==> src/conv_pe_pkg.sv <==
`default_nettype none

package conv_pe_pkg;

    // Data widths
    localparam int PIXEL_WIDTH  = 16;
    localparam int KERNEL_WIDTH = 16;
    localparam int RESULT_WIDTH = 48;

    // Taps in a 3x3 window
    localparam int WINDOW_SIZE = 9;

    // Scalar data types
    typedef logic signed [PIXEL_WIDTH-1:0]  pixel_t;
    typedef logic signed [KERNEL_WIDTH-1:0] weight_t;
    typedef logic signed [RESULT_WIDTH-1:0] result_t;

    // Packed window, tap 0 in the lowest bits (x00, x01, x02, x10 ... x22)
    typedef logic [WINDOW_SIZE*PIXEL_WIDTH-1:0] window_t;

    // Packed kernel, same tap order as the window
    typedef logic [WINDOW_SIZE*KERNEL_WIDTH-1:0] kernel_t;

    // Control unit states
    typedef enum logic [1:0] {
        idle,
        wait_kernel,
        stream,
        drain
    } pe_state_t;

endpackage

`default_nettype wire

==> src/psum_ram.sv <==
`default_nettype none

module psum_ram #(
    parameter int ROW_LENGTH = 16,
    localparam int COL_WIDTH = (ROW_LENGTH > 1) ? $clog2(ROW_LENGTH) : 1
) (
    input  wire logic                  clk,
    input  wire logic                  reset,
    input  wire logic                  rd_en,
    input  wire logic [COL_WIDTH-1:0]  rd_column,
    input  wire logic                  mac_valid,
    input  wire conv_pe_pkg::result_t  mac_sum,
    input  wire logic                  mac_first,
    input  wire logic                  mac_last,
    input  wire logic [COL_WIDTH-1:0]  mac_column,
    input  wire conv_pe_pkg::result_t  bias,
    output logic                       push,
    output conv_pe_pkg::result_t       push_data
);

    // One partial sum per column
    conv_pe_pkg::result_t mem [ROW_LENGTH];

    conv_pe_pkg::result_t rd_word;
    conv_pe_pkg::result_t stored_word;
    conv_pe_pkg::result_t base_word;
    conv_pe_pkg::result_t acc_word;

    // Read issued on window acceptance
    always_ff @(posedge clk) begin
        if (rd_en) begin
            rd_word <= mem[rd_column];
        end
    end

    // Hold the read word until the stage-2 sum arrives
    always_ff @(posedge clk) begin
        stored_word <= rd_word;
    end

    // First channel starts from zero
    always_comb begin
        base_word = mac_first ? '0 : stored_word;
        acc_word  = base_word + mac_sum;
    end

    // Write back on every channel but the last
    always_ff @(posedge clk) begin
        if (mac_valid && !mac_last) begin
            mem[mac_column] <= acc_word;
        end
    end

    // Last channel adds the bias and hands the result to the FIFO
    always_ff @(posedge clk) begin
        if (mac_valid && mac_last) begin
            push_data <= acc_word + bias;
        end
    end

    always_ff @(posedge clk) begin
        if (reset) begin
            push <= 1'b0;
        end else begin
            push <= mac_valid && mac_last;
        end
    end

endmodule

`default_nettype wire

==> config.mk <==
export PLATFORM = sky130hd
export DESIGN_NAME = psum_ram
export DESIGN_NICKNAME = d
export VERILOG_FILES = /design/src/conv_pe_pkg.sv /design/src/psum_ram.sv
export SDC_FILE = /design/constraint.sdc
export NUM_CORES = 1
export LEC_CHECK = 0
export BUFFER_PORTS_ARGS = -buffer_cell sky130_fd_sc_hd__buf_4
export CORE_AREA = 2 2 314 316
export CTS_BUF_LIST = sky130_fd_sc_hd__clkbuf_2 sky130_fd_sc_hd__clkbuf_4 sky130_fd_sc_hd__clkbuf_8
export CTS_CLUSTER_DIAMETER = 200
export DETAILED_ROUTE_END_ITERATION = 12
export DIE_AREA = 0 0 316 318
export PLACE_DENSITY_LB_ADDON = 0.2
export SYNTH_ARGS = -nofsm -noshare
export SYNTH_HDL_FRONTEND = slang
export SYNTH_SLANG_ARGS = --single-unit
==> constraint.sdc <==
create_clock -name clk -period 5.85 [get_ports clk]
set_input_delay 0.8775 -clock clk [delete_from_list [all_inputs] [get_ports clk]]
set_output_delay 0.8775 -clock clk [all_outputs]
set_load 0.02 [all_outputs]
=== Word-level counts from Yosys, hierarchy flattened ===
Memory sizes are Yosys's and may differ from the RTL's. A register that Yosys moved wholly into a read port is not among the register bits.
Cells that the tools add are included.

* $add $sub $neg: 2
* Mux-type cells: 3
* Reductions and logical operators: 3

{| class="wikitable"
|+ Operator list
! kind !! number
|-
| adder 48 bit || 2
|-
| 2-to-1 mux 48 bit || 1
|-
| logical AND 1 bit || 2
|-
| 2-to-1 mux 1 bit || 2
|-
| logical NOT 1 bit || 1
|}

* Register bits: 97
* Bits in writable memories: 768
* Input bits: 110
* Output and inout port bits: 49
* Logic and storage cells: 12
* Memories: 1

{| class="wikitable"
|+ Memories
! name !! words !! width !! read ports !! clocked after memory_dff !! write ports !! RTL line !! text
|-
| mem || 16 || 48 || 1 || 1 || 1 || psum_ram.sv:22 || <nowiki>conv_pe_pkg::result_t mem [ROW_LENGTH];</nowiki>
|}

=== Logic depth before layout (Yosys ltp) ===
* Depth after elaboration: 4
* Gate-level depth with buffers: 25
* Gate-level depth less buffers: 23

=== Worst setup path after synthesis ===
No wires, ideal clock.

* Path kind: input port to flip-flop
* From: input port mac_first
* To: register push_data[47], data pin
* Library setup time: 0.268 ns
* Arrival: 6.109 ns
* Required time: 5.582 ns
* Slack: -0.527 ns
* Cell stages on the path: 25
* Path buffers: 4
* Cells stage by stage: clkbuf_1 clkbuf_1 nor2b_1 ha_1 clkbuf_1 nand2_1 o21ai_1 nor2b_1 a21oi_1 a21oi_1 o31a_1 o21ai_1 a211oi_1 xnor2_1 ha_1 clkbuf_1 a21oi_1 o21ai_1 a41o_1 a31o_1 nand4_1 a21boi_0 a311o_2 a21oi_2 xnor3_1

* Word-level cells in the longest chain between the ends: 3

{| class="wikitable"
|+ Ends and longest elaborated chain
! what !! RTL line !! text
|-
| from (decl) || psum_ram.sv:13 || <nowiki>input wire logic mac_first,</nowiki>
|-
| 2-to-1 mux 48 bit || psum_ram.sv:43 || <nowiki>base_word = mac_first ? '0 : stored_word;</nowiki>
|-
| adder 48 bit || psum_ram.sv:44 || <nowiki>acc_word = base_word + mac_sum;</nowiki>
|-
| net acc_word[34] || psum_ram.sv:27 || <nowiki>conv_pe_pkg::result_t acc_word;</nowiki>
|-
| adder 48 bit || psum_ram.sv:57 || <nowiki>push_data <= acc_word + bias;</nowiki>
|-
| to (signal assigned) || psum_ram.sv:57 ||
|-
| to (decl) || psum_ram.sv:18 || <nowiki>output conv_pe_pkg::result_t push_data</nowiki>
|}

The timed path passes the listed nets, and every way through them passes these cells.
A chain may end at the register's enable or synchronous reset.

=== Final worst setup path ===
* From: register stored_word[0]
* To: register push_data[42], data pin

* Word-level cells in the longest chain between the ends: 3

{| class="wikitable"
|+ Ends and longest elaborated chain
! what !! RTL line !! text
|-
| from (decl) || psum_ram.sv:25 || <nowiki>conv_pe_pkg::result_t stored_word;</nowiki>
|-
| from (signal assigned) || psum_ram.sv:38 || <nowiki>stored_word <= rd_word;</nowiki>
|-
| 2-to-1 mux 48 bit || psum_ram.sv:43 ||
|-
| adder 48 bit || psum_ram.sv:44 ||
|-
| net acc_word[28] || psum_ram.sv:27 ||
|-
| adder 48 bit || psum_ram.sv:57 ||
|}

The timed path passes the listed nets, and every way through them passes these cells.

==> impl_metrics.yaml <==
finish:
  fin_cells: 3969
  area_delta_synth_final_pct: 20.4
  fin_nets: 2768
  drive_gt1_share_pct: 36.9
  final_core_util_pct: 47.5
  final_area_um2: 46300
critical_path:
  r2r_start: "stored_word[0]"
  r2r_end: "push_data[42]"
  critPathCapture: "push_data[42]"
  critPathArrivalTime_ns: 6.06
  critPathRequiredTime_ns: 6.40
  crit_start: "stored_word[0]"
  start_kind: "register"
  rr_worst_depth: 22
  cp-end-kind: "register"
  critPathMaxFanout: 7
  critPathKind: "reg -> reg"
  r2r_slack_ns: 0.34
timing:
  max_freq_ghz: 0.181
  setup_violations: 0
  fin_skew_ns: 0.0399
  fin_ws_ns: 0.340
  worst_hold_slack_ns: 0.243
  rsz0062_at_grt: "no"
  hold_violations: 0
  min_period_ns: 5.51
  worst_pin_slew_ns: 1.34
  drv_slew: 0
  period_share_pct: 94.2
  relSlewSlack_pct: 9.72
  fin_tns_setup_ns: 0
run_status:
  status: "finished, final reports clean"
global_route:
  grt_max_degree: 83
  grt_pass1_vias: 22600
  grt_overflow: 0
  grt_pass1_wl_mm: 152
  track_usage_pct: 21.1
  grt_antenna_before_repair: 2
synth:
  avgSynthCellArea_um2: 18.7
  synth-edff-count: 864
  yosys_warnings: 0
  synth_area_um2: 38500
  yosysTopAreaCell: "edfxtp_1"
  ys.flop_type: "edfxtp_1"
  syn_nets: 2267
  synth_top_area_share_pct: 67.4
  synthCells: 2060
  synthDistinctLibCells: 90
  ys_seq_area_share_pct: 70.0
  synthTopCellsByArea: "edfxtp_1 67%, mux4_2 14%, ha_1 3.1%"
  synthArstFlopShare_pct: 0
  synth_seq_cells: 913
drt:
  drc: 0
  drt_iter0_drc: 2006
  vias: 21800
  wire_per_inst_um: 26.4
  ant_nets: 0
  viasPerCell: 5.50
  routed_wl_mm: 105
  dr.pass1.iters: 5
clock_network:
  hold_buffers: 0
  htreeDepth: 4
  cts_root_buf: "clkbuf_8"
  clk_path_buf_depth: 3
  cts.sinks: 913
  numCtsBuffers: 149
  insertion_delay_ns: 0.81
  clk_pin_slew_ns: 0.06
  cts_tree: "done"
floorplan:
  start_util_pct: 39.5
  core-area_um2: 97400
  ioPinCount: 159
  fp.dieH_um: 318
  dieArea_um2: 100000
  rows: 115
  die-width_um: 316
placement:
  dp_hpwl_mm: 67.4
  numPortBuffers: 158
  gp_congestion: 0.918
  placed_cells: 3697
  dpl_cell_area_um2: 43300
  pre_cts_ws_ns: -0.412
min_path:
  hold_path.class: "in -> reg"
  hold_depth: 2
power:
  swShare_pct: 26.2
  internal_power_mw: 12.0
  power_density_nw_per_um2: 351
  switching_power_mw: 4.26
  finalPower_mw: 16.3
  peakVddDrop_uv: 221
  combPwrFrac_pct: 17.4
  leakagePower_nw: 16.3
  power_frac_seq_pct: 47.9
  power.share.clock_pct: 34.7
run:
  cap_violations: 0
[layout make-up]
| class | count | area (µm²) |
|---|---|---|
| clock buffer | 221 | 2650 |
| inverter | 27 | 101 |
| fill | 8268 | 51100 |
| multi-input combinational | 1035 | 11300 |
| antenna | 1 | 2.50 |
| sequential | 913 | 26900 |
| timing repair buffer | 435 | 3330 |
| clock inverter | 50 | 374 |
| tap | 1287 | 1610 |
[synth_stat cells (15+ instances only)]
master    number
clkbuf_1      55
nand3_1       17
nand2_1       59
nor2_1        49
o21ai_0       34
a21o_1        57
buf_1         19
mux4_2       240
edfxtp_1     864
inv_1         26
a21oi_1      111
nand4_1       18
nor3_1        17
dfxtp_1       49
o21ai_1       23
nor2b_1       56
xnor2_1       53
xor2_1        33
nand2b_1      15
ha_1          95
[power by group through the flow]
stage / Sequential, mW / Clock, mW / Combinational, mW
2_1_floorplan: 7.96 / 0 / 1.52
3_3_place_gp: 7.92 / 0 / 2.77
3_5_place_dp: 7.92 / 0 / 2.82
4_1_cts: 7.79 / 5.77 / 2.84
5_1_grt: 7.80 / 6.03 / 3.08
6_report: 7.79 / 5.63 / 2.83
[layout by cell type, fill, tap and decap left out, types with 18 or more instances in the layout]
cell type	instances
a21oi_1	110
o21ai_0	34
nand2_1	59
inv_1	26
nand4_1	18
a21o_1	57
nor2b_1	56
clkbuf_4	62
clkbuf_8	159
dfxtp_1	49
mux4_2	240
xnor2_1	47
buf_4	429
clkinv_1	19
edfxtp_1	864
o21ai_1	22
nor2_1	37
xor2_1	30
ha_1	93
[critical path, cell delays in order, from the launching register on]
cell	delay, ns
dfxtp_1	0.30
nor2b_1	0.13
ha_2	0.19
inv_1	0.06
fa_2	0.36
nand2b_4	0.15
a21oi_1	0.22
o2111ai_1	0.28
a21oi_1	0.33
a21oi_1	0.22
o31a_1	0.35
o21ba_2	0.24
buf_4	0.13
xnor2_1	0.14
ha_1	0.41
nand4_1	0.16
buf_4	0.16
nor2_1	0.14
and2_1	0.17
o21ai_1	0.09
a2111oi_2	0.51
nor4b_1	0.12
or3b_1	0.38
[cell families (layout without fill, tap and decap cells)]
group / Yosys count / in the layout / synth area share, %
muxes: 242 / 242 / 14.1
DFF: 913 / 913 / 70.0
AOI/OAI and AO/OA: 324 / 324 / 5.57
other: 0 / 1 / 0
and+or+nand+nor: 285 / 285 / 3.95
buffers and inverters: 112 / 733 / 1.18
adders and majority gates: 97 / 97 / 3.19
xor gates and xnor gates: 87 / 87 / 2.02
[per-layer routing]
layer / part of all wire, % / global-route usage, % / routed length, µm / vias to the layer above
met4: 1.9 / 5.70 / 2010 / 2
met5: 0.0067 / 0 / 7 / -
met2: 47 / 33.0 / 49700 / 747
met3: 6.2 / 3.91 / 6500 / 143
li1: - / - / - / 9474
met1: 44 / 30.4 / 46600 / 11500
[flip-flops by register name, summed over array words and instances, names as in the netlist]
signal / flops
mem: 768
push_data: 48
rd_word: 48
stored_word: 48
push: 1
[worst min-delay path by stage]
| stage | startpoint | endpoint | slack (ns) |
|---|---|---|---|
| after global placement | rd_word[22] | stored_word[22] | 0.33 |
| after global routing | reset | push | 0.20 |
| after CTS | reset | push | 0.16 |
| after floorplan | rd_word[0] | stored_word[0] | 0.32 |
| after detailed placement | rd_word[12] | stored_word[12] | 0.33 |
| final | reset | push | 0.24 |
[timing repair]
item / CTS / global route
gates resized for setup: 0 / 1
buffers inserted: 0 / 0
setup endpoints to repair: 0 / 1
endpoints found under the hold margin: 0 / 0
No activity file was read; power rests on OpenSTA's default activity.
