$ cat config.mk
export PLATFORM = sky130hd
export DESIGN_NAME = pe_control
export DESIGN_NICKNAME = d
export VERILOG_FILES = /design/src/conv_pe_pkg.sv /design/src/pe_control.sv
export SDC_FILE = /design/constraint.sdc
export NUM_CORES = 1
export LEC_CHECK = 0
export BUFFER_PORTS_ARGS = -buffer_cell sky130_fd_sc_hd__buf_2
export CAP_MARGIN = 20
export CORE_UTILIZATION = 49
export CTS_CLUSTER_SIZE = 40
export DETAILED_ROUTE_END_ITERATION = 16
export PLACE_DENSITY = 0.84
export REMOVE_ABC_BUFFERS = 1
export SYNTH_ARGS = -nofsm -noshare
export SYNTH_HDL_FRONTEND = slang
export SYNTH_SLANG_ARGS = --single-unit
$ cat constraint.sdc
create_clock -name clk -period 3.2 [get_ports clk]
set_input_delay 0.48 -clock clk [delete_from_list [all_inputs] [get_ports clk]]
set_output_delay 0.48 -clock clk [all_outputs]
set_load 0.1 [all_outputs]
$ cat src/conv_pe_pkg.sv
`default_nettype none

package conv_pe_pkg;

    // Data widths
    localparam int PIXEL_WIDTH  = 16;
    localparam int KERNEL_WIDTH = 16;
    localparam int RESULT_WIDTH = 48;

    // Taps in a 3x3 window
    localparam int WINDOW_SIZE = 9;

    // Scalar data types
    typedef logic signed [PIXEL_WIDTH-1:0]  pixel_t;
    typedef logic signed [KERNEL_WIDTH-1:0] weight_t;
    typedef logic signed [RESULT_WIDTH-1:0] result_t;

    // Packed window, tap 0 in the lowest bits (x00, x01, x02, x10 ... x22)
    typedef logic [WINDOW_SIZE*PIXEL_WIDTH-1:0] window_t;

    // Packed kernel, same tap order as the window
    typedef logic [WINDOW_SIZE*KERNEL_WIDTH-1:0] kernel_t;

    // Control unit states
    typedef enum logic [1:0] {
        idle,
        wait_kernel,
        stream,
        drain
    } pe_state_t;

endpackage

`default_nettype wire

$ cat src/pe_control.sv
`default_nettype none

module pe_control #(
    parameter int ROW_LENGTH   = 16,
    parameter int NUM_CHANNELS = 3,
    parameter int FIFO_DEPTH   = 8,
    localparam int COL_WIDTH   = (ROW_LENGTH > 1) ? $clog2(ROW_LENGTH) : 1,
    localparam int CH_WIDTH    = (NUM_CHANNELS > 1) ? $clog2(NUM_CHANNELS) : 1,
    localparam int COUNT_WIDTH = $clog2(FIFO_DEPTH + 1)
) (
    input  wire logic                    clk,
    input  wire logic                    reset,
    input  wire logic                    load_kernel,
    input  wire logic                    window_valid,
    input  wire logic [COUNT_WIDTH-1:0]  fifo_count,
    output logic                         window_ready,
    output logic                         wr_kernel,
    output logic                         clr_kernel,
    output logic                         issue,
    output logic                         first_channel,
    output logic                         last_channel,
    output logic                         column_enable,
    output logic                         column_clear,
    output logic                         kernel_needed,
    output logic                         pe_idle
);

    // Cycles from acceptance until the result is counted by the FIFO
    localparam int PUSH_LATENCY = 3;
    localparam int FLIGHT_WIDTH = $clog2(PUSH_LATENCY + 1);

    conv_pe_pkg::pe_state_t state;

    logic [CH_WIDTH-1:0]     channel;
    logic [COL_WIDTH-1:0]    window_count;
    logic [PUSH_LATENCY-1:0] flight_q;
    logic [FLIGHT_WIDTH-1:0] in_flight;
    logic                    fifo_room;
    logic                    row_done;

    // Last-channel results not yet in the FIFO count
    always_comb begin
        in_flight = '0;
        for (int i = 0; i < PUSH_LATENCY; i++) begin
            in_flight = in_flight + FLIGHT_WIDTH'(flight_q[i]);
        end
    end

    always_comb begin
        first_channel = (channel == '0);
        last_channel  = (channel == CH_WIDTH'(NUM_CHANNELS - 1));
        kernel_needed = (state == conv_pe_pkg::idle) || (state == conv_pe_pkg::wait_kernel);
        pe_idle       = (state == conv_pe_pkg::idle);
        wr_kernel     = load_kernel && kernel_needed;

        // Room for one more result once everything in flight has landed
        fifo_room     = (int'(fifo_count) + int'(in_flight)) < FIFO_DEPTH;
        window_ready  = (state == conv_pe_pkg::stream) && (!last_channel || fifo_room);
        issue         = window_valid && window_ready;

        row_done      = issue && (window_count == COL_WIDTH'(ROW_LENGTH - 1));
        clr_kernel    = row_done;
        column_enable = issue;
        column_clear  = row_done || pe_idle;
    end

    always_ff @(posedge clk) begin
        if (reset) begin
            state        <= conv_pe_pkg::idle;
            channel      <= '0;
            window_count <= '0;
            flight_q     <= '0;
        end else begin
            flight_q <= {flight_q[PUSH_LATENCY-2:0], issue && last_channel};

            if (issue) begin
                window_count <= row_done ? '0 : window_count + 1'b1;
            end

            case (state)
                conv_pe_pkg::idle,
                conv_pe_pkg::wait_kernel: begin
                    if (load_kernel) begin
                        state <= conv_pe_pkg::stream;
                    end
                end
                conv_pe_pkg::stream: begin
                    if (row_done) begin
                        if (last_channel) begin
                            state   <= conv_pe_pkg::drain;
                            channel <= '0;
                        end else begin
                            state   <= conv_pe_pkg::wait_kernel;
                            channel <= channel + 1'b1;
                        end
                    end
                end
                conv_pe_pkg::drain: begin
                    // Wait for the pipeline and the output stream to empty
                    if (in_flight == '0 && fifo_count == '0) begin
                        state <= conv_pe_pkg::idle;
                    end
                end
                default: begin
                    state <= conv_pe_pkg::idle;
                end
            endcase
        end
    end

endmodule

`default_nettype wire

Word level (Yosys, flattened, before mapping)
Index checks and enable logic that the tools add are counted.

Register bits: 11. Input port bits: 8. Output and inout bits: 10. Word-level logic and storage cells: 42.

Add/subtract/negate cells: 5. Magnitude comparators: 1. Eq/ne operators: 8. Multiplexer cells: 7. Reductions and logical operators: 17.

Operators with widths (count): 2-to-1 mux 2 bit (5); == test 2 bit (second input constant) (3); logical AND 1 bit (6); zero test 2 bit (3); inequality test 2 bit (second input constant) (3); one-hot mux 2 bit (3 select lines) (1); adder 4 x 2 -> 5 bit (1); < comparator 5 x 4 -> 1 bit (second input constant) (1); adder 4 x 1 -> 4 bit (second input constant) (1); == test 4 bit (second input constant) (1); zero test 4 bit (1); 2-to-1 mux 4 bit (1); logical OR 1 bit (3); AND reduction 3 bit (1); adder 1 x 1 -> 2 bit (1); adder 2 x 1 -> 2 bit (1); adder 2 x 1 -> 2 bit (second input constant) (1); == test 2 x 1 -> 1 bit (second input constant) (1); AND reduction 2 bit (1); OR reduction 2 bit (1); zero test 1 bit (1).

Longest topological paths before layout
Depth in word-level cells: 10. Depth in mapped cells: 7.

Worst setup path after synthesis
Ideal clock, no wire load.

Path kind: register to output. From: register flight_q[0]. To: output column_clear. Arrival: 2.869 ns. Setup slack: -0.149 ns. Cell stages (with the launch flop): 7. Buffers on the path: 0. Cell sequence: dfxtp_1 > fa_1 > ha_1 > and3_1 > or4_4 > a21oi_4 > or2_2.

Cells in the longest elaborated chain, start to end: 9.

Ends and longest elaborated chain: start: declaration (RTL line pe_control.sv:36) `logic [PUSH_LATENCY-1:0] flight_q;`; start signal: assignment (RTL line pe_control.sv:74) `flight_q <= {flight_q[PUSH_LATENCY-2:0], issue && last_channel};`; adder 1 x 1 -> 2 bit (RTL line pe_control.sv:45) `in_flight = in_flight + FLIGHT_WIDTH'(flight_q[i]);`; adder 2 x 1 -> 2 bit (RTL line pe_control.sv:45); adder 4 x 2 -> 5 bit (RTL line pe_control.sv:57) `fifo_room = (int'(fifo_count) + int'(in_flight)) < FIFO_DEPTH;`; < comparator 5 x 4 -> 1 bit (RTL line pe_control.sv:57); logical OR 1 bit (RTL line pe_control.sv:58) `window_ready = (state == conv_pe_pkg::stream) && (!last_channel || fifo_room);`; logical AND 1 bit (RTL line pe_control.sv:58); logical AND 1 bit (RTL line pe_control.sv:59) `issue = window_valid && window_ready;`; logical AND 1 bit (RTL line pe_control.sv:61) `row_done = issue && (window_count == COL_WIDTH'(ROW_LENGTH - 1));`; via clr_kernel (RTL line pe_control.sv:18) `output logic clr_kernel,`; logical OR 1 bit (RTL line pe_control.sv:64) `column_clear = row_done || pe_idle;`; end: declaration (RTL line pe_control.sv:23) `output logic column_clear,`.

The timed path passes the listed nets, and every way through them passes these cells.

Worst setup path after layout
From: register flight_q[0]. To: output clr_kernel.

Cells in the longest elaborated chain, start to end: 8.

Ends and longest elaborated chain (RTL line): adder 1 x 1 -> 2 bit (pe_control.sv:45); adder 2 x 1 -> 2 bit (pe_control.sv:45); adder 4 x 2 -> 5 bit (pe_control.sv:57); < comparator 5 x 4 -> 1 bit (pe_control.sv:57); logical OR 1 bit (pe_control.sv:58); logical AND 1 bit (pe_control.sv:58); logical AND 1 bit (pe_control.sv:59); logical AND 1 bit (pe_control.sv:61); end: declaration (pe_control.sv:18).

No other way between the ends.

==> results_dict.tcl <==
set metrics [dict create \
    powerDensity_nw_per_um2 430 \
    port_buffers 17 \
    post-route-min-period_ns 3.06 \
    grt_pass1_wl_um 1850 \
    wl_per_cell_um 10.9 \
    cap_violations 0 \
    design.die.area_um2 1500 \
    gr-total-overflow 0 \
    finalMaxSlewViolations 0 \
    crit_path_max_fanout 6 \
    async_flop_share_pct 0 \
    cts_sinks 11 \
    yosysSeqAreaShare_pct 33.4 \
    clock.fmax_mhz 327 \
    core-area_um2 1170 \
    fin_nets 106 \
    drtIter0Drc 7 \
    track_usage_pct 18.3 \
    tightest_slew_ns 0.491 \
    cp.required_ns 2.72 \
    insertion_delay_ns 0.27 \
    cp-start-kind "flop" \
    wirelength_um 1180 \
    intPower_w 0.000220 \
    finClkSkew_ns 0.00641 \
    placement_rows 12 \
    vias_per_cell 5.12 \
    grt_max_degree 19 \
    ys_top_cells_by_count "11 x dfxtp_1, 8 x nor2_1, 5 x nor2b_1" \
    path_clk_slew_ns 0.07 \
    power_leakage_nw 0.356 \
    worstSetupEndpointType "primary output" \
    ys_ff_latch 11 \
    ir_worst_vdd_mv 0.278 \
    maxSlewHeadroom_pct 67.5 \
    synth_top_area_share_pct 33.4 \
    post-route-drc-count 0 \
    die_h_um 38.7 \
    synth_most_common_cell "dfxtp_1" \
    num_io_pins 18 \
    status "complete, no violations" \
    syn_area_um2 659 \
    dp_hpwl_um 910 \
    worstPathArrival_ns 2.58 \
    critPathKind "flop to primary output" \
    grt_pass1_vias 444 \
    final_util_pct 67.5 \
    whs_ns 0.485 \
    gp_congestion 0.755 \
    finalSetupViolCount 0 \
    hold_path_class "flop to flop" \
    avgSynthCellArea_um2 8.79 \
    yosys_warnings 0 \
    switchingPower_w 0.000120 \
    p_seq_share_pct 44.3 \
    numCtsBuffers 3 \
    cts_tree "done" \
    yosysTopAreaCell "dfxtp_1" \
    power.share.switching_pct 35.4 \
    cts.root.buffer_cell "clkbuf_4" \
    fp.dieW_um 38.7 \
    period_share_pct 95.7 \
    synth_cell_types 31 \
    grt_setup_unrepaired "false" \
    area_growth_syn_to_layout_pct 19.9 \
    netlist_instances 75 \
    synth_edf_count 0 \
    combPwrFrac_pct 28.5 \
    drive_above_1_share_pct 33.0 \
    h-tree-depth 1 \
    start_util_pct 56.3 \
    pre_cts_ws_ns 0.349 \
    p_total_w 0.000340 \
    antenna_found_initial 0 \
    timing.final.ws_setup_ns 0.137 \
    synth_area_leaders "dfxtp_1 33%, nor2b_1 4.7%, nor2_1 4.6%" \
    hold_viol_final 0 \
    firstDrtPassIters 4 \
    cts_buffer_depth 2 \
    diodes 0 \
    final_antenna_net_count 0 \
    synth_ff_type "dfxtp_1" \
    vias 553 \
    p_clk_share_pct 27.2 \
]
## metrics by stage
stage | TNS, ns | cells | instance area [um^2]
3_5_place_dp | 0 | 104 | 762
4_1_cts | 0 | 108 | 788
3_3_place_gp | 0 | 104 | 762
2_1_floorplan | -0.234 | 73 | 644
5_1_grt | 0 | 108 | 791
6_report | 0 | 108 | 791
## per-layer routing
metal | vias up | share of wire (%) | global-route usage [%]
li1 | 297 | - | -
met1 | 241 | 50 | 23.8
met2 | 15 | 45 | 26.7
met3 | 0 | 5.6 | 8.67
met4 | 0 | 0 | 5.17
met5 | - | 0 | 0
## worst paths after layout
| path | start | to | depth (start not counted) | slack, ns |
|---|---|---|---|---|
| setup / recovery | flight_q[0]$_SDFF_PP0_ | clr_kernel | 6 | 0.14 |
| hold / removal | flight_q[1]$_SDFF_PP0_ | flight_q[2]$_SDFF_PP0_ | 1 | 0.49 |
| setup reg to reg | flight_q[0]$_SDFF_PP0_ | channel[0]$_SDFFE_PP0P_ | 6 | 0.83 |
| hold reg to reg | flight_q[1]$_SDFF_PP0_ | flight_q[2]$_SDFF_PP0_ | 1 | 0.49 |
## layout by cell type (no fill, tap or decap)
cell      count
buf_2        15
dfxtp_1      11
nor2_1        8
nor2b_1       5
nand2b_1      4
inv_1         4
nand2_1       4
clkbuf_4      4
o21ai_0       3
nor3_1        3
nand3_1       3
and3_1        2
o21ba_2       2
mux2_2        2
a21oi_1       2
mux2i_1       2
nor3b_1       2
ha_1          2
nand2b_2      1
nor4_1        1
or4_4         1
o21bai_1      1
a21oi_4       1
or2_2         1
and2b_2       1
nand4_1       1
or3b_2        1
nor4b_1       1
a31oi_1       1
and2b_1       1
mux2_4        1
fa_1          1
clkbuf_1      1
buf_12        1
## sequential cells by signal, summed over array words and instances, names as in the netlist
register and count:
window_count 4, flight_q 3, channel 2, state 2
## kinds of logic after synthesis
kind of cell / share of synthesized area, %
simple gates: 35.1
flops: 33.4
compound gates: 11.4
buf+inv: 4.55
mux: 8.73
fa+ha+maj: 6.83
## layout make-up
| type | count | area, um^2 |
|---|---|---|
| multi-input combinational | 58 | 409 |
| fill | 93 | 380 |
| sequential | 11 | 220 |
| timing repair buffer | 17 | 103 |
| clock buffer | 4 | 26.3 |
| tap | 14 | 17.5 |
| inverter | 4 | 15.0 |
## critical path, cell delays in order (launching register included)
cell and delay (ns):
dfxtp_1 0.33, fa_1 0.44, ha_1 0.27, and3_1 0.19, or4_4 0.46, a21oi_4 0.24
clkbuf_4 0.38
## power groups by stage
stage	Combinational (W)	Sequential, W	Clock [W]
after detailed placement	0.0000969	0.000154	0
after global placement	0.0000964	0.000153	0
after CTS	0.0000972	0.000150	0.0000974
after floorplan	0.0000763	0.000152	0
after global routing	0.000102	0.000152	0.000105
final	0.0000969	0.000151	0.0000925
## what timing repair did
item | in CTS | in global routing
buffers inserted | 0 | 0
resized for setup | 0 | 1
hold buffers | 0 | 0
endpoints found under the setup margin | 0 | 1
(Power assumes the default switching activity.)
