### config.mk
export PLATFORM = sky130hd
export DESIGN_NAME = result_fifo
export DESIGN_NICKNAME = d
export VERILOG_FILES = /design/src/conv_pe_pkg.sv /design/src/result_fifo.sv
export SDC_FILE = /design/constraint.sdc
export NUM_CORES = 1
export LEC_CHECK = 0
export ABC_AREA = 1
export BUFFER_PORTS_ARGS = -buffer_cell sky130_fd_sc_hd__buf_2
export CAP_MARGIN = 20
export CORE_MARGIN = 3
export CORE_UTILIZATION = 62
export CTS_BUF_LIST = sky130_fd_sc_hd__clkbuf_4
export CTS_CLUSTER_SIZE = 16
export DETAILED_ROUTE_END_ITERATION = 16
export PLACE_DENSITY = 0.81
export RECOVER_POWER = 25
export SLEW_MARGIN = 40
export SYNTH_ARGS = -nofsm -noshare
export SYNTH_HDL_FRONTEND = slang
export SYNTH_SLANG_ARGS = --single-unit
### constraint.sdc
create_clock -name clk -period 3.6 [get_ports clk]
set_input_delay 0.54 -clock clk [delete_from_list [all_inputs] [get_ports clk]]
set_output_delay 0.54 -clock clk [all_outputs]
set_load 0.05 [all_outputs]
### src/conv_pe_pkg.sv
`default_nettype none

package conv_pe_pkg;

    // Data widths
    localparam int PIXEL_WIDTH  = 16;
    localparam int KERNEL_WIDTH = 16;
    localparam int RESULT_WIDTH = 48;

    // Taps in a 3x3 window
    localparam int WINDOW_SIZE = 9;

    // Scalar data types
    typedef logic signed [PIXEL_WIDTH-1:0]  pixel_t;
    typedef logic signed [KERNEL_WIDTH-1:0] weight_t;
    typedef logic signed [RESULT_WIDTH-1:0] result_t;

    // Packed window, tap 0 in the lowest bits (x00, x01, x02, x10 ... x22)
    typedef logic [WINDOW_SIZE*PIXEL_WIDTH-1:0] window_t;

    // Packed kernel, same tap order as the window
    typedef logic [WINDOW_SIZE*KERNEL_WIDTH-1:0] kernel_t;

    // Control unit states
    typedef enum logic [1:0] {
        idle,
        wait_kernel,
        stream,
        drain
    } pe_state_t;

endpackage

`default_nettype wire

### src/result_fifo.sv
`default_nettype none

module result_fifo #(
    parameter int FIFO_DEPTH = 8,
    parameter int ROW_LENGTH = 16,
    localparam int PTR_WIDTH   = (FIFO_DEPTH > 1) ? $clog2(FIFO_DEPTH) : 1,
    localparam int COUNT_WIDTH = $clog2(FIFO_DEPTH + 1),
    localparam int COL_WIDTH   = (ROW_LENGTH > 1) ? $clog2(ROW_LENGTH) : 1
) (
    input  wire logic                  clk,
    input  wire logic                  reset,
    input  wire logic                  push,
    input  wire conv_pe_pkg::result_t  push_data,
    input  wire logic                  result_ready,
    output conv_pe_pkg::result_t       result,
    output logic                       result_valid,
    output logic                       result_last,
    output logic [COUNT_WIDTH-1:0]     count
);

    conv_pe_pkg::result_t mem [FIFO_DEPTH];

    logic [PTR_WIDTH-1:0] wr_ptr;
    logic [PTR_WIDTH-1:0] rd_ptr;
    logic [COL_WIDTH-1:0] pop_column;
    logic                 full;
    logic                 wr_en;
    logic                 rd_en;

    function automatic logic [PTR_WIDTH-1:0] next_ptr(input logic [PTR_WIDTH-1:0] ptr);
        next_ptr = (ptr == PTR_WIDTH'(FIFO_DEPTH - 1)) ? '0 : ptr + 1'b1;
    endfunction

    always_comb begin
        full         = (count == COUNT_WIDTH'(FIFO_DEPTH));
        result_valid = (count != '0);
        result       = mem[rd_ptr];
        wr_en        = push && !full;
        rd_en        = result_valid && result_ready;
        // Final column of the row, derived from the pop order
        result_last  = result_valid && (pop_column == COL_WIDTH'(ROW_LENGTH - 1));
    end

    always_ff @(posedge clk) begin
        if (wr_en) begin
            mem[wr_ptr] <= push_data;
        end
    end

    always_ff @(posedge clk) begin
        if (reset) begin
            wr_ptr     <= '0;
            rd_ptr     <= '0;
            count      <= '0;
            pop_column <= '0;
        end else begin
            if (wr_en) begin
                wr_ptr <= next_ptr(wr_ptr);
            end
            if (rd_en) begin
                rd_ptr     <= next_ptr(rd_ptr);
                pop_column <= result_last ? '0 : pop_column + 1'b1;
            end
            case ({wr_en, rd_en})
                2'b10:   count <= count + 1'b1;
                2'b01:   count <= count - 1'b1;
                default: count <= count;
            endcase
        end
    end

endmodule

`default_nettype wire

== Word-level counts from Yosys, hierarchy flattened ==
Memories as Yosys holds them, arrays and structs flattened. A register that Yosys moved wholly into a read port is not among the register bits.
Index checks and enable logic that the tools add are counted.

* Eq/ne operators: 6
* Add/sub/neg operators: 5
* Multiplexer cells: 8
* Reductions and logical operators: 6

{| class="wikitable"
|+ Operators with widths
! kind !! number
|-
| 3-bit 2-to-1 mux || 4
|-
| 4-bit by 1-bit adder with 4-bit output (second input constant) || 2
|-
| 4-bit == test (second input constant) || 2
|-
| 4-bit one-hot mux with 2 select lines || 1
|-
| 3-bit by 1-bit adder with 3-bit output (second input constant) || 2
|-
| 3-bit == test (second input constant) || 2
|-
| 4-bit 2-to-1 mux || 1
|-
| 4-bit nonzero test || 1
|-
| 4-bit by 1-bit subtractor with 4-bit output (second input constant) || 1
|-
| 1-bit logical AND || 3
|-
| 2-bit by 1-bit == test with 1-bit output (second input constant) || 1
|-
| 2-bit == test (second input constant) || 1
|-
| 1-bit 2-to-1 mux || 2
|-
| 2-bit nonzero test || 1
|-
| 1-bit logical NOT || 1
|}

* Memories kept: 1
* Input port bits: 52
* Word-level logic and storage cells: 30
* Bits in writable memories: 384
* Output and inout port bits: 54
* Flip-flop bits (word level): 14

{| class="wikitable"
|+ Memory list
! memory !! depth !! width !! read ports !! clocked after memory_dff !! wr ports !! RTL line !! RTL
|-
| mem || 8 || 48 || 1 || 1 || 1 || result_fifo.sv:21 || <nowiki>conv_pe_pkg::result_t mem [FIFO_DEPTH];</nowiki>
|}

== Longest topological paths before layout ==
Gate-level depths: netlist of run 1.

* Depth in word-level cells: 5
* Mapped depth: 14

== Least setup slack after synthesis of run 1 ==
OpenSTA, ideal clock, no wires.

* Path type: register to register
* From: register count[2]
* To: memory mem[1][0] (netlist name) (enable)
* Path buffers: 0
* Stages on the path, launching flop included: 7
* Clock period less this slack: 3752 ps
* Path slack: -152 ps
* Data arrival time: 3299 ps
* Library setup time: 453 ps
* Cells stage by stage: dfxtp_1 -> inv_1 -> nand3_1 -> nand2_1 -> nor2_1 -> inv_1 -> nor2_1

* Word-level cells in the longest chain between the ends: 5

{| class="wikitable"
|+ RTL lines
! what !! RTL line !! RTL
|-
| start, declared || result_fifo.sv:18 || <nowiki>output logic [COUNT_WIDTH-1:0] count</nowiki>
|-
| start signal, assigned || result_fifo.sv:65 || <nowiki>2'b10: count <= count + 1'b1;</nowiki>
|-
| start signal, assigned || result_fifo.sv:66 || <nowiki>2'b01: count <= count - 1'b1;</nowiki>
|-
| start signal, assigned || result_fifo.sv:67 || <nowiki>default: count <= count;</nowiki>
|-
| 4-bit == test || result_fifo.sv:35 || <nowiki>full = (count == COUNT_WIDTH'(FIFO_DEPTH));</nowiki>
|-
| 1-bit logical NOT || result_fifo.sv:38 || <nowiki>wr_en = push && !full;</nowiki>
|-
| 1-bit logical AND || result_fifo.sv:38 ||
|-
| 1-bit 2-to-1 mux || result_fifo.sv:45 || <nowiki>if (wr_en) begin</nowiki>
|-
| 1-bit 2-to-1 mux (not written as such) || result_fifo.sv:46 || <nowiki>mem[wr_ptr] <= push_data;</nowiki>
|-
| end, declared || result_fifo.sv:21 ||
|}

Every way passes these cells.

==> results of run 1 <==
[per-stage QoR]
stage	util (%)	instances
floorplan	-	1196
global placement	67.6	1582
detailed placement	67.6	1582
CTS	72.5	1749
global route	72.5	1753
finish	72.5	1754
[layer usage]
layer / GRT usage [%] / vias to the layer above / part of all wire, %
met5: 0 / - / 0
met4: 11.1 / 0 / 2.6
met3: 5.33 / 68 / 7.5
met2: 36.2 / 443 / 48
met1: 31.7 / 4780 / 42
li1: - / 4724 / -
[final timing paths]
check / startpoint / cells after the start / slack [ns] / endpoint
worst max-delay path: register / 9 / 0.22 / result[0]
worst max register to register: count[0] / 5 / 1.17 / mem[4][18]
worst min register to register: pop_column[1] / 2 / 0.48 / pop_column[1]
worst min-delay path: push_data[11] / 1 / 0.13 / mem[7][11]
[Yosys cell counts (8+ instances only)]
| master | number |
|---|---|
| inv_1 | 19 |
| clkbuf_1 | 32 |
| o21ai_1 | 74 |
| buf_2 | 13 |
| dfxtp_1 | 17 |
| edfxtp_1 | 384 |
| o21ai_0 | 128 |
| ha_1 | 8 |
| o22ai_1 | 48 |
| nand2_1 | 162 |
| nand3_1 | 8 |
| mux2i_1 | 48 |
| nor2_1 | 213 |
[cell families (layout without fill, tap and decap cells)]
family	Yosys count	after routing	synth area share, %
mux	48	48	3.04
fa+ha+maj	8	8	0.633
other cells	0	3	0
flops	401	401	75.0
simple gates	388	388	9.34
buf+inv	88	319	3.13
compound gates	260	260	8.66
xor+xnor	3	3	0.166
[area by class of cell]
class | count | area, um^2
fill | 1633 | 6780
timing repair buffer | 131 | 801
clock buffer | 136 | 1020
inverter | 21 | 81.3
tap | 324 | 405
sequential | 401 | 11900
clock inverter | 31 | 190
antenna | 3 | 7.51
multi-input combinational | 707 | 3510
[power groups by stage]
stage / clock network, mW / registers [mW] / logic (mW)
3_5_place_dp: 0 / 5.71 / 4.15
2_1_floorplan: 0 / 5.73 / 3.16
3_3_place_gp: 0 / 5.70 / 4.07
4_1_cts: 3.65 / 5.61 / 4.17
6_report: 3.57 / 5.62 / 4.19
5_1_grt: 3.92 / 5.64 / 4.53
[sequential cells by signal (all words and copies together) (netlist names), named ones only]
name / flops
rd_ptr: 3
wr_ptr: 3
count: 4
pop_column: 4
mem: 384
[critical path, delay by kind of cell (launching register included)]
kind | cells | cell delay [ns]
buffers and inverters | 3 | 1.01
AND/OR/NAND/NOR | 4 | 0.45
flip-flops | 1 | 0.38
AO/OA/AOI/OAI | 2 | 0.19
==> impl_metrics.env, run 1 <==
export IMPL_status="finished, final reports clean"
export IMPL_numClockSinks=401
export IMPL_io_buffers=105
export IMPL_crit_arrival_ns=2.84
export IMPL_cp_start_kind="register"
export IMPL_row_count=57
export IMPL_grt_max_degree=193
export IMPL_syn_inst=1196
export IMPL_skew_ns=0.0344
export IMPL_synth_area_um2=15800
export IMPL_power_density_nw_per_um2=748
export IMPL_ys_types=30
export IMPL_cts_tree="yes"
export IMPL_yosysTopAreaCell="edfxtp_1"
export IMPL_finalSetupViolations=0
export IMPL_stdcell_area_um2=17900
export IMPL_cp_slowest_stage_delay_ns=0.40
export IMPL_clk_latency_ns=0.70
export IMPL_die_area_um2=27500
export IMPL_drtIter0Drc=906
export IMPL_post_route_period_util_pct=93.8
export IMPL_tightest_slew_ns=0.840
export IMPL_p_clk_share_pct=26.7
export IMPL_top_level_ports=106
export IMPL_relSlewSlack_pct=44.0
export IMPL_core_um2=24700
export IMPL_cts_root_buffer="clkbuf_4"
export IMPL_via_per_inst=5.71
export IMPL_min_period_ns=3.38
export IMPL_grt_pass1_wl_um=51400
export IMPL_yosysSeqAreaShare_pct=75.0
export IMPL_path_clk_slew_ns=0.07
export IMPL_cts_hold_buf=0
export IMPL_switching_share_pct=37.3
export IMPL_postCtsSetupBuffers=0
export IMPL_tns_ns=0
export IMPL_area_growth_pct=13.1
export IMPL_ys_ff_latch=401
export IMPL_layout_common_cells="edfxtp_1 (384), nor2_1 (205), nand2_1 (162)"
export IMPL_numCtsBuffers=96
export IMPL_dr_pass1_iters=5
export IMPL_synthTopCellsByArea="edfxtp_1 (73%), nor2_1 (5.1%), o21ai_0 (4.0%), nand2_1 (3.8%), mux2i_1 (3.0%)"
export IMPL_hp_class="input pin to register"
export IMPL_antenna_left=0
export IMPL_p_leak_nw=6.33
export IMPL_overflow=0
export IMPL_hold_violations=0
export IMPL_post_dp_hpwl_um=17200
export IMPL_post_cts_resized=0
export IMPL_track_usage_pct=23.3
export IMPL_grt_pass1_vias=10113
export IMPL_fmax_ghz=0.296
export IMPL_seqPwrFrac_pct=42.0
export IMPL_die_w_um=166
export IMPL_ys_warn_count=0
export IMPL_hold_ws_ns=0.131
export IMPL_switchingPower_mw=4.99
export IMPL_htree_levels=3
export IMPL_crit_slowest_cell="buf_16"
export IMPL_crit_chain="buf_12 > buf_16 > nor2_1 > nor2_1 > o21ai_0 > o21ai_0 > nand2_1 > nand2_1 > buf_2"
export IMPL_total_power_mw=13.4
export IMPL_vdd_drop_max_mv=0.594
export IMPL_crit_path_end_kind="primary output"
export IMPL_cp_required_ns=3.06
export IMPL_synthesis_nets=1256
export IMPL_synth_edf_count=384
export IMPL_pre_cts_ws_ns=1.04
export IMPL_drv_cap=0
export IMPL_post_drt_wl_per_cell_um=18.5
export IMPL_avgSynthCellArea_um2=13.2
export IMPL_fin_ws_ns=0.223
export IMPL_antenna_found_initial=3
export IMPL_placed_cell_area_um2=16700
export IMPL_synth_ff_type="edfxtp_1"
export IMPL_synth_top_area_share_pct=72.9
export IMPL_drc_errors=0
export IMPL_place_congestion=0.733
export IMPL_path_max_fanout=110
export IMPL_layout_commonest_cell="edfxtp_1"
export IMPL_die_height_um=166
export IMPL_initial_core_util_pct=64.1
export IMPL_comb_power_share_pct=31.3
export IMPL_clockBufferDepth=3
export IMPL_internal_power_mw=8.39
export IMPL_timing_worst_setup_path_type="register to primary output"
export IMPL_report_final_slew_viol_count=0
export IMPL_wl_um=32500
export IMPL_synth_async_reset_ratio_pct=0
export IMPL_vias=10015
export IMPL_layout_drive_gt1_share_pct=17.8
export IMPL_nNetsFinal=1418
(Power assumes the default switching activity.)
==> inputs of run 2 (changes only) <==
Settings changed: CELL_PAD_IN_SITES_DETAIL_PLACEMENT set to 1, CELL_PAD_IN_SITES_GLOBAL_PLACEMENT set to 1, CORE_UTILIZATION 62 to 52, PLACE_DENSITY 0.81 to not set, PLACE_DENSITY_LB_ADDON set to 0.1.
==> impl_metrics.env, run 2 (synthesis results as in run 1) <==
export IMPL_htree_levels=3
export IMPL_final_util_pct=60.9
export IMPL_clk_latency_ns=0.72
export IMPL_post_route_period_util_pct=89.5
export IMPL_path_clk_slew_ns=0.07
export IMPL_cp_required_ns=3.06
export IMPL_vdd_drop_max_mv=0.493
export IMPL_grt_pass1_wl_um=61100
export IMPL_io_buffers=105
export IMPL_placed_cell_area_um2=16800
export IMPL_place_congestion=0.725
export IMPL_row_count=63
export IMPL_dr_pass1_iters=5
export IMPL_crit_slowest_cell="dfxtp_4"
export IMPL_drc_errors=0
export IMPL_clockBufferDepth=3
export IMPL_p_leak_nw=6.43
export IMPL_grt_max_degree=122
export IMPL_skew_ns=0.0428
export IMPL_hold_violations=0
export IMPL_status="finished, final reports clean"
export IMPL_post_cts_resized=0
export IMPL_cts_root_buffer="clkbuf_4"
export IMPL_pre_cts_ws_ns=1.14
export IMPL_crit_arrival_ns=2.68
export IMPL_wl_um=38100
export IMPL_drv_cap=0
export IMPL_numCtsBuffers=101
export IMPL_drtIter0Drc=777
export IMPL_relSlewSlack_pct=47.7
export IMPL_layout_drive_gt1_share_pct=18.5
export IMPL_track_usage_pct=23.7
export IMPL_layout_commonest_cell="edfxtp_1"
export IMPL_die_height_um=180
export IMPL_cts_hold_buf=0
export IMPL_fmax_ghz=0.310
export IMPL_report_final_slew_viol_count=0
export IMPL_rsz0062_at_grt="false"
export IMPL_timing_worst_setup_path_type="register to primary output"
export IMPL_min_period_ns=3.22
export IMPL_die_w_um=180
export IMPL_hold_ws_ns=0.116
export IMPL_crit_chain="buf_12 > nor2_1 > nor2_1 > o21ai_0 > o21ai_1 > nand2_1 > nand2_1 > buf_2"
export IMPL_vias=10212
export IMPL_finalSetupViolations=0
export IMPL_post_dp_hpwl_um=21100
export IMPL_die_area_um2=32600
export IMPL_top_level_ports=106
export IMPL_postCtsSetupBuffers=0
export IMPL_numClockSinks=401
export IMPL_power_density_nw_per_um2=768
export IMPL_via_per_inst=5.58
export IMPL_overflow=0
export IMPL_crit_path_end_kind="primary output"
export IMPL_hp_class="input pin to register"
export IMPL_fin_ws_ns=0.377
export IMPL_core_um2=29800
export IMPL_path_max_fanout=121
export IMPL_antenna_found_initial=4
export IMPL_cp_start_kind="register"
export IMPL_largest_reg_flops=384
export IMPL_post_drt_wl_per_cell_um=20.9
export IMPL_layout_common_cells="edfxtp_1 (384), nor2_1 (205), nand2_1 (162)"
export IMPL_grt_pass1_vias=11218
export IMPL_top_regs="mem x384, count x4, pop_column x4"
export IMPL_antenna_left=0
export IMPL_nNetsFinal=1421
export IMPL_area_growth_pct=14.8
export IMPL_cp_slowest_stage_delay_ns=0.40
export IMPL_stdcell_area_um2=18200
export IMPL_initial_core_util_pct=53.1
export IMPL_top_register="mem"
export IMPL_tightest_slew_ns=0.784
export IMPL_cts_tree="yes"
==> run 2: cell types whose count changed in the layout (fill, tap and decap cells not counted), sizes merged <==
cell      previous run  this run
buf                 93        90
bufinv               2         4
clkbuf             174       189
clkinvlp             3         1
diode                3         1
inv                 22        21
==> run 2: metal layers <==
metal	GRT usage, %	part of all wire (%)	up-vias
li1	-	-	4727
met3	4.70	4.8	49
met1	30.6	43	5177
met2	41.3	51	253
met4	6.36	1.3	6
met5	0	0.079	-
==> run 2: worst max-delay path, delay by kind of cell (launching register included) <==
| kind | cells | cell delay [ns] |
|---|---|---|
| AO/OA/AOI/OAI | 2 | 0.21 |
| buffers and inverters | 2 | 0.68 |
| flip-flops | 1 | 0.40 |
| AND/OR/NAND/NOR | 4 | 0.51 |
==> run 2: final timing paths <==
check                           cells after the start  slack, ns         end          start
worst max-delay path                                8       0.38   result[9]       register
worst min-delay path                                1       0.12  mem[6][14]  push_data[14]
worst max register to register                      7       1.19   mem[5][3]       count[1]
worst min register to register                      2       0.49    register      rd_ptr[1]
==> run 2: layout make-up <==
class / instances / area, um^2
antenna: 1 / 2.50
multi-input combinational: 707 / 3510
fill: 3053 / 11600
sequential: 401 / 11900
clock inverter: 30 / 234
timing repair buffer: 129 / 832
clock buffer: 150 / 1130
inverter: 21 / 81.3
tap: 390 / 488
==> run 2: where the power goes <==
group,internal [mW],switching (mW)
Sequential,5.46,0.172
Clock,2.19,1.82
Combinational,1.06,3.24
==> run 2: through the flow <==
stage                     TNS (ns)  instances  power, mW
after CTS                        0       1827       14.1
after floorplan             -29.18       1196       8.89
final                            0       1829       13.9
after detailed placement         0       1647       10.1
after global routing             0       1829       14.7
after global placement           0       1647       9.93
==> inputs of run 3 (changes only) <==
Settings changed: ABC_AREA 1 to 0, CORE_UTILIZATION 52 to 56.
==> impl_metrics.env, run 3 <==
export IMPL_die_w_um=173
export IMPL_top_level_ports=106
export IMPL_cts_root_buffer="clkbuf_4"
export IMPL_clockBufferDepth=3
export IMPL_rsz0062_at_grt="false"
export IMPL_cp_slowest_stage_delay_ns=0.62
export IMPL_yosysMostFrequentCell="edfxtp_1"
export IMPL_skew_ns=0.0527
export IMPL_hold_ws_ns=0.122
export IMPL_avgSynthCellArea_um2=23.7
export IMPL_timing_rr_start="count[0]"
export IMPL_finalSetupViolations=0
export IMPL_yosysSeqAreaShare_pct=76.3
export IMPL_cts_tree="yes"
export IMPL_largest_reg_flops=384
export IMPL_synth_common_cells="edfxtp_1 (384), mux4_2 (72), mux2_4 (40), mux4_1 (24), dfxtp_1 (17)"
export IMPL_syn_inst=657
export IMPL_path_buf_inv=2
export IMPL_area_growth_pct=14.8
export IMPL_grt_max_degree=35
export IMPL_top_regs="mem x384, count x4, pop_column x4"
export IMPL_ys_types=38
export IMPL_min_period_ns=3.26
export IMPL_layout_drive_gt1_share_pct=41.2
export IMPL_timing_worst_setup_path_type="register to primary output"
export IMPL_status="finished, final reports clean"
export IMPL_hold_violations=0
export IMPL_post_dp_hpwl_um=18300
export IMPL_nNetsFinal=916
export IMPL_drtIter0Drc=580
export IMPL_critical_path_top_delay_family="multiplexers"
export IMPL_tns_ns=0
export IMPL_io_buffers=105
export IMPL_drv_cap=0
export IMPL_die_area_um2=29800
export IMPL_placed_cell_area_um2=16600
export IMPL_report_final_slew_viol_count=0
export IMPL_htree_levels=3
export IMPL_place_congestion=0.716
export IMPL_cp_required_ns=3.06
export IMPL_synth_top_area_share_pct=74.1
export IMPL_synthTopCellsByArea="edfxtp_1 (74%), mux4_2 (10%), mux4_1 (4.1%), mux2_4 (3.9%), dfxtp_1 (2.2%)"
export IMPL_crit_chain="buf_4 > mux4_1 > mux2_4 > buf_2"
export IMPL_vias=7470
export IMPL_total_power_mw=12.2
export IMPL_dp_cells=1127
export IMPL_antenna_found_initial=5
export IMPL_wl_um=31700
export IMPL_synth_edf_count=384
export IMPL_layout_common_cells="edfxtp_1 (384), clkbuf_4 (141), mux4_2 (72)"
export IMPL_fin_ws_ns=0.341
export IMPL_cp_start_kind="register"
export IMPL_worst_path_stages=4
export IMPL_post_cts_resized=0
export IMPL_numClockSinks=401
export IMPL_layoutNonFillerInstCount=1299
export IMPL_cts_hold_buf=0
export IMPL_ys_ff_latch=401
export IMPL_fmax_ghz=0.307
export IMPL_overflow=0
export IMPL_post_route_period_util_pct=90.5
export IMPL_grt_pass1_vias=8433
export IMPL_initial_core_util_pct=57.4
export IMPL_synthesis_nets=717
export IMPL_r2r_slack_ns=0.93
export IMPL_tightest_slew_ns=0.645
export IMPL_hp_class="input pin to register"
export IMPL_top_register="mem"
export IMPL_layout_commonest_cell="edfxtp_1"
export IMPL_synth_area_um2=15600
export IMPL_crit_arrival_ns=2.72
export IMPL_cp_endpoint="result[43]"
export IMPL_grt_pass1_wl_um=49300
export IMPL_antenna_left=0
export IMPL_row_count=60
export IMPL_yosysTopAreaCell="edfxtp_1"
export IMPL_path_max_fanout=14
export IMPL_synth_async_reset_ratio_pct=0
export IMPL_pre_cts_ws_ns=0.804
export IMPL_crit_path_end_kind="primary output"
export IMPL_r2r_end="count[3]"
export IMPL_final_util_pct=66.0
export IMPL_p_leak_nw=5.94
export IMPL_crit_slowest_cell="mux4_1"
export IMPL_relSlewSlack_pct=56.9
export IMPL_clk_latency_ns=0.74
export IMPL_synth_ff_type="edfxtp_1"
export IMPL_path_clk_slew_ns=0.06
export IMPL_post_drt_wl_per_cell_um=24.4
export IMPL_via_per_inst=5.75
export IMPL_core_um2=27100
export IMPL_vdd_drop_max_mv=0.666
export IMPL_dr_pass1_iters=4
export IMPL_drc_errors=0
export IMPL_reg2regPathDepth=7
export IMPL_die_height_um=173
export IMPL_numCtsBuffers=97
export IMPL_stdcell_area_um2=17900
export IMPL_fillers=2242
export IMPL_ys_warn_count=0
export IMPL_track_usage_pct=21.7
export IMPL_power_density_nw_per_um2=681
run 3: kinds of logic (layout without fill, tap and decap cells):
logic type      count (synthesis)  in the layout  share of synthesized area [%]
mux                           147            147                           19.1
other cells                     0              4                              0
xor+xnor                        4              4                          0.225
buf+inv                        35            301                           1.54
simple gates                   46             46                           1.47
fa+ha+maj                       8              8                          0.643
compound gates                 16             16                          0.724
flops                         401            401                           76.3
run 3: final cells by class:
cell class                 instances  area (um^2)  share of cell area (%)
tap                              372          465                    2.60
sequential                       401        11900                    66.5
clock buffer                     141         1060                    5.92
inverter                           3         11.3                  0.0630
timing repair buffer             132          764                    4.28
multi-input combinational        221         3520                    19.7
clock inverter                    25          159                   0.889
antenna                            4         10.0                  0.0560
run 3: routing by layer:
layer	share of wire (%)	wire length, um	track usage, %
met1	41	13100	28.7
met3	5.4	1720	5.25
met5	0.085	27	0
met2	52	16400	36.5
met4	1.4	435	6.62
run 3: power by group:
part	total, mW	leakage (nW)	internal, mW	switching, mW
sequential	5.51	3.63	5.34	0.172
clock	3.64	0.722	1.93	1.71
combinational	3.02	1.59	1.22	1.80
total	12.2	5.94	8.49	3.68
run 3: worst min path at each step:
stage / start / end / slack, ns / depth (start not counted)
floorplan: pop_column[3] / pop_column[3] / 0.44 / 1
global placement: rd_ptr[2] / register / 0.46 / 2
detailed placement: pop_column[1] / pop_column[1] / 0.50 / 2
CTS: push_data[17] / mem[4][17] / 0.01 / 1
global route: push_data[27] / mem[1][27] / 0.08 / 1
finish: push_data[41] / mem[5][41] / 0.12 / 1
run 3: what timing repair did:
action | 4_1_cts | 5_1_grt
buffers inserted | 0 | 1
hold endpoints to repair | 0 | 0
setup endpoints to repair | 0 | 5
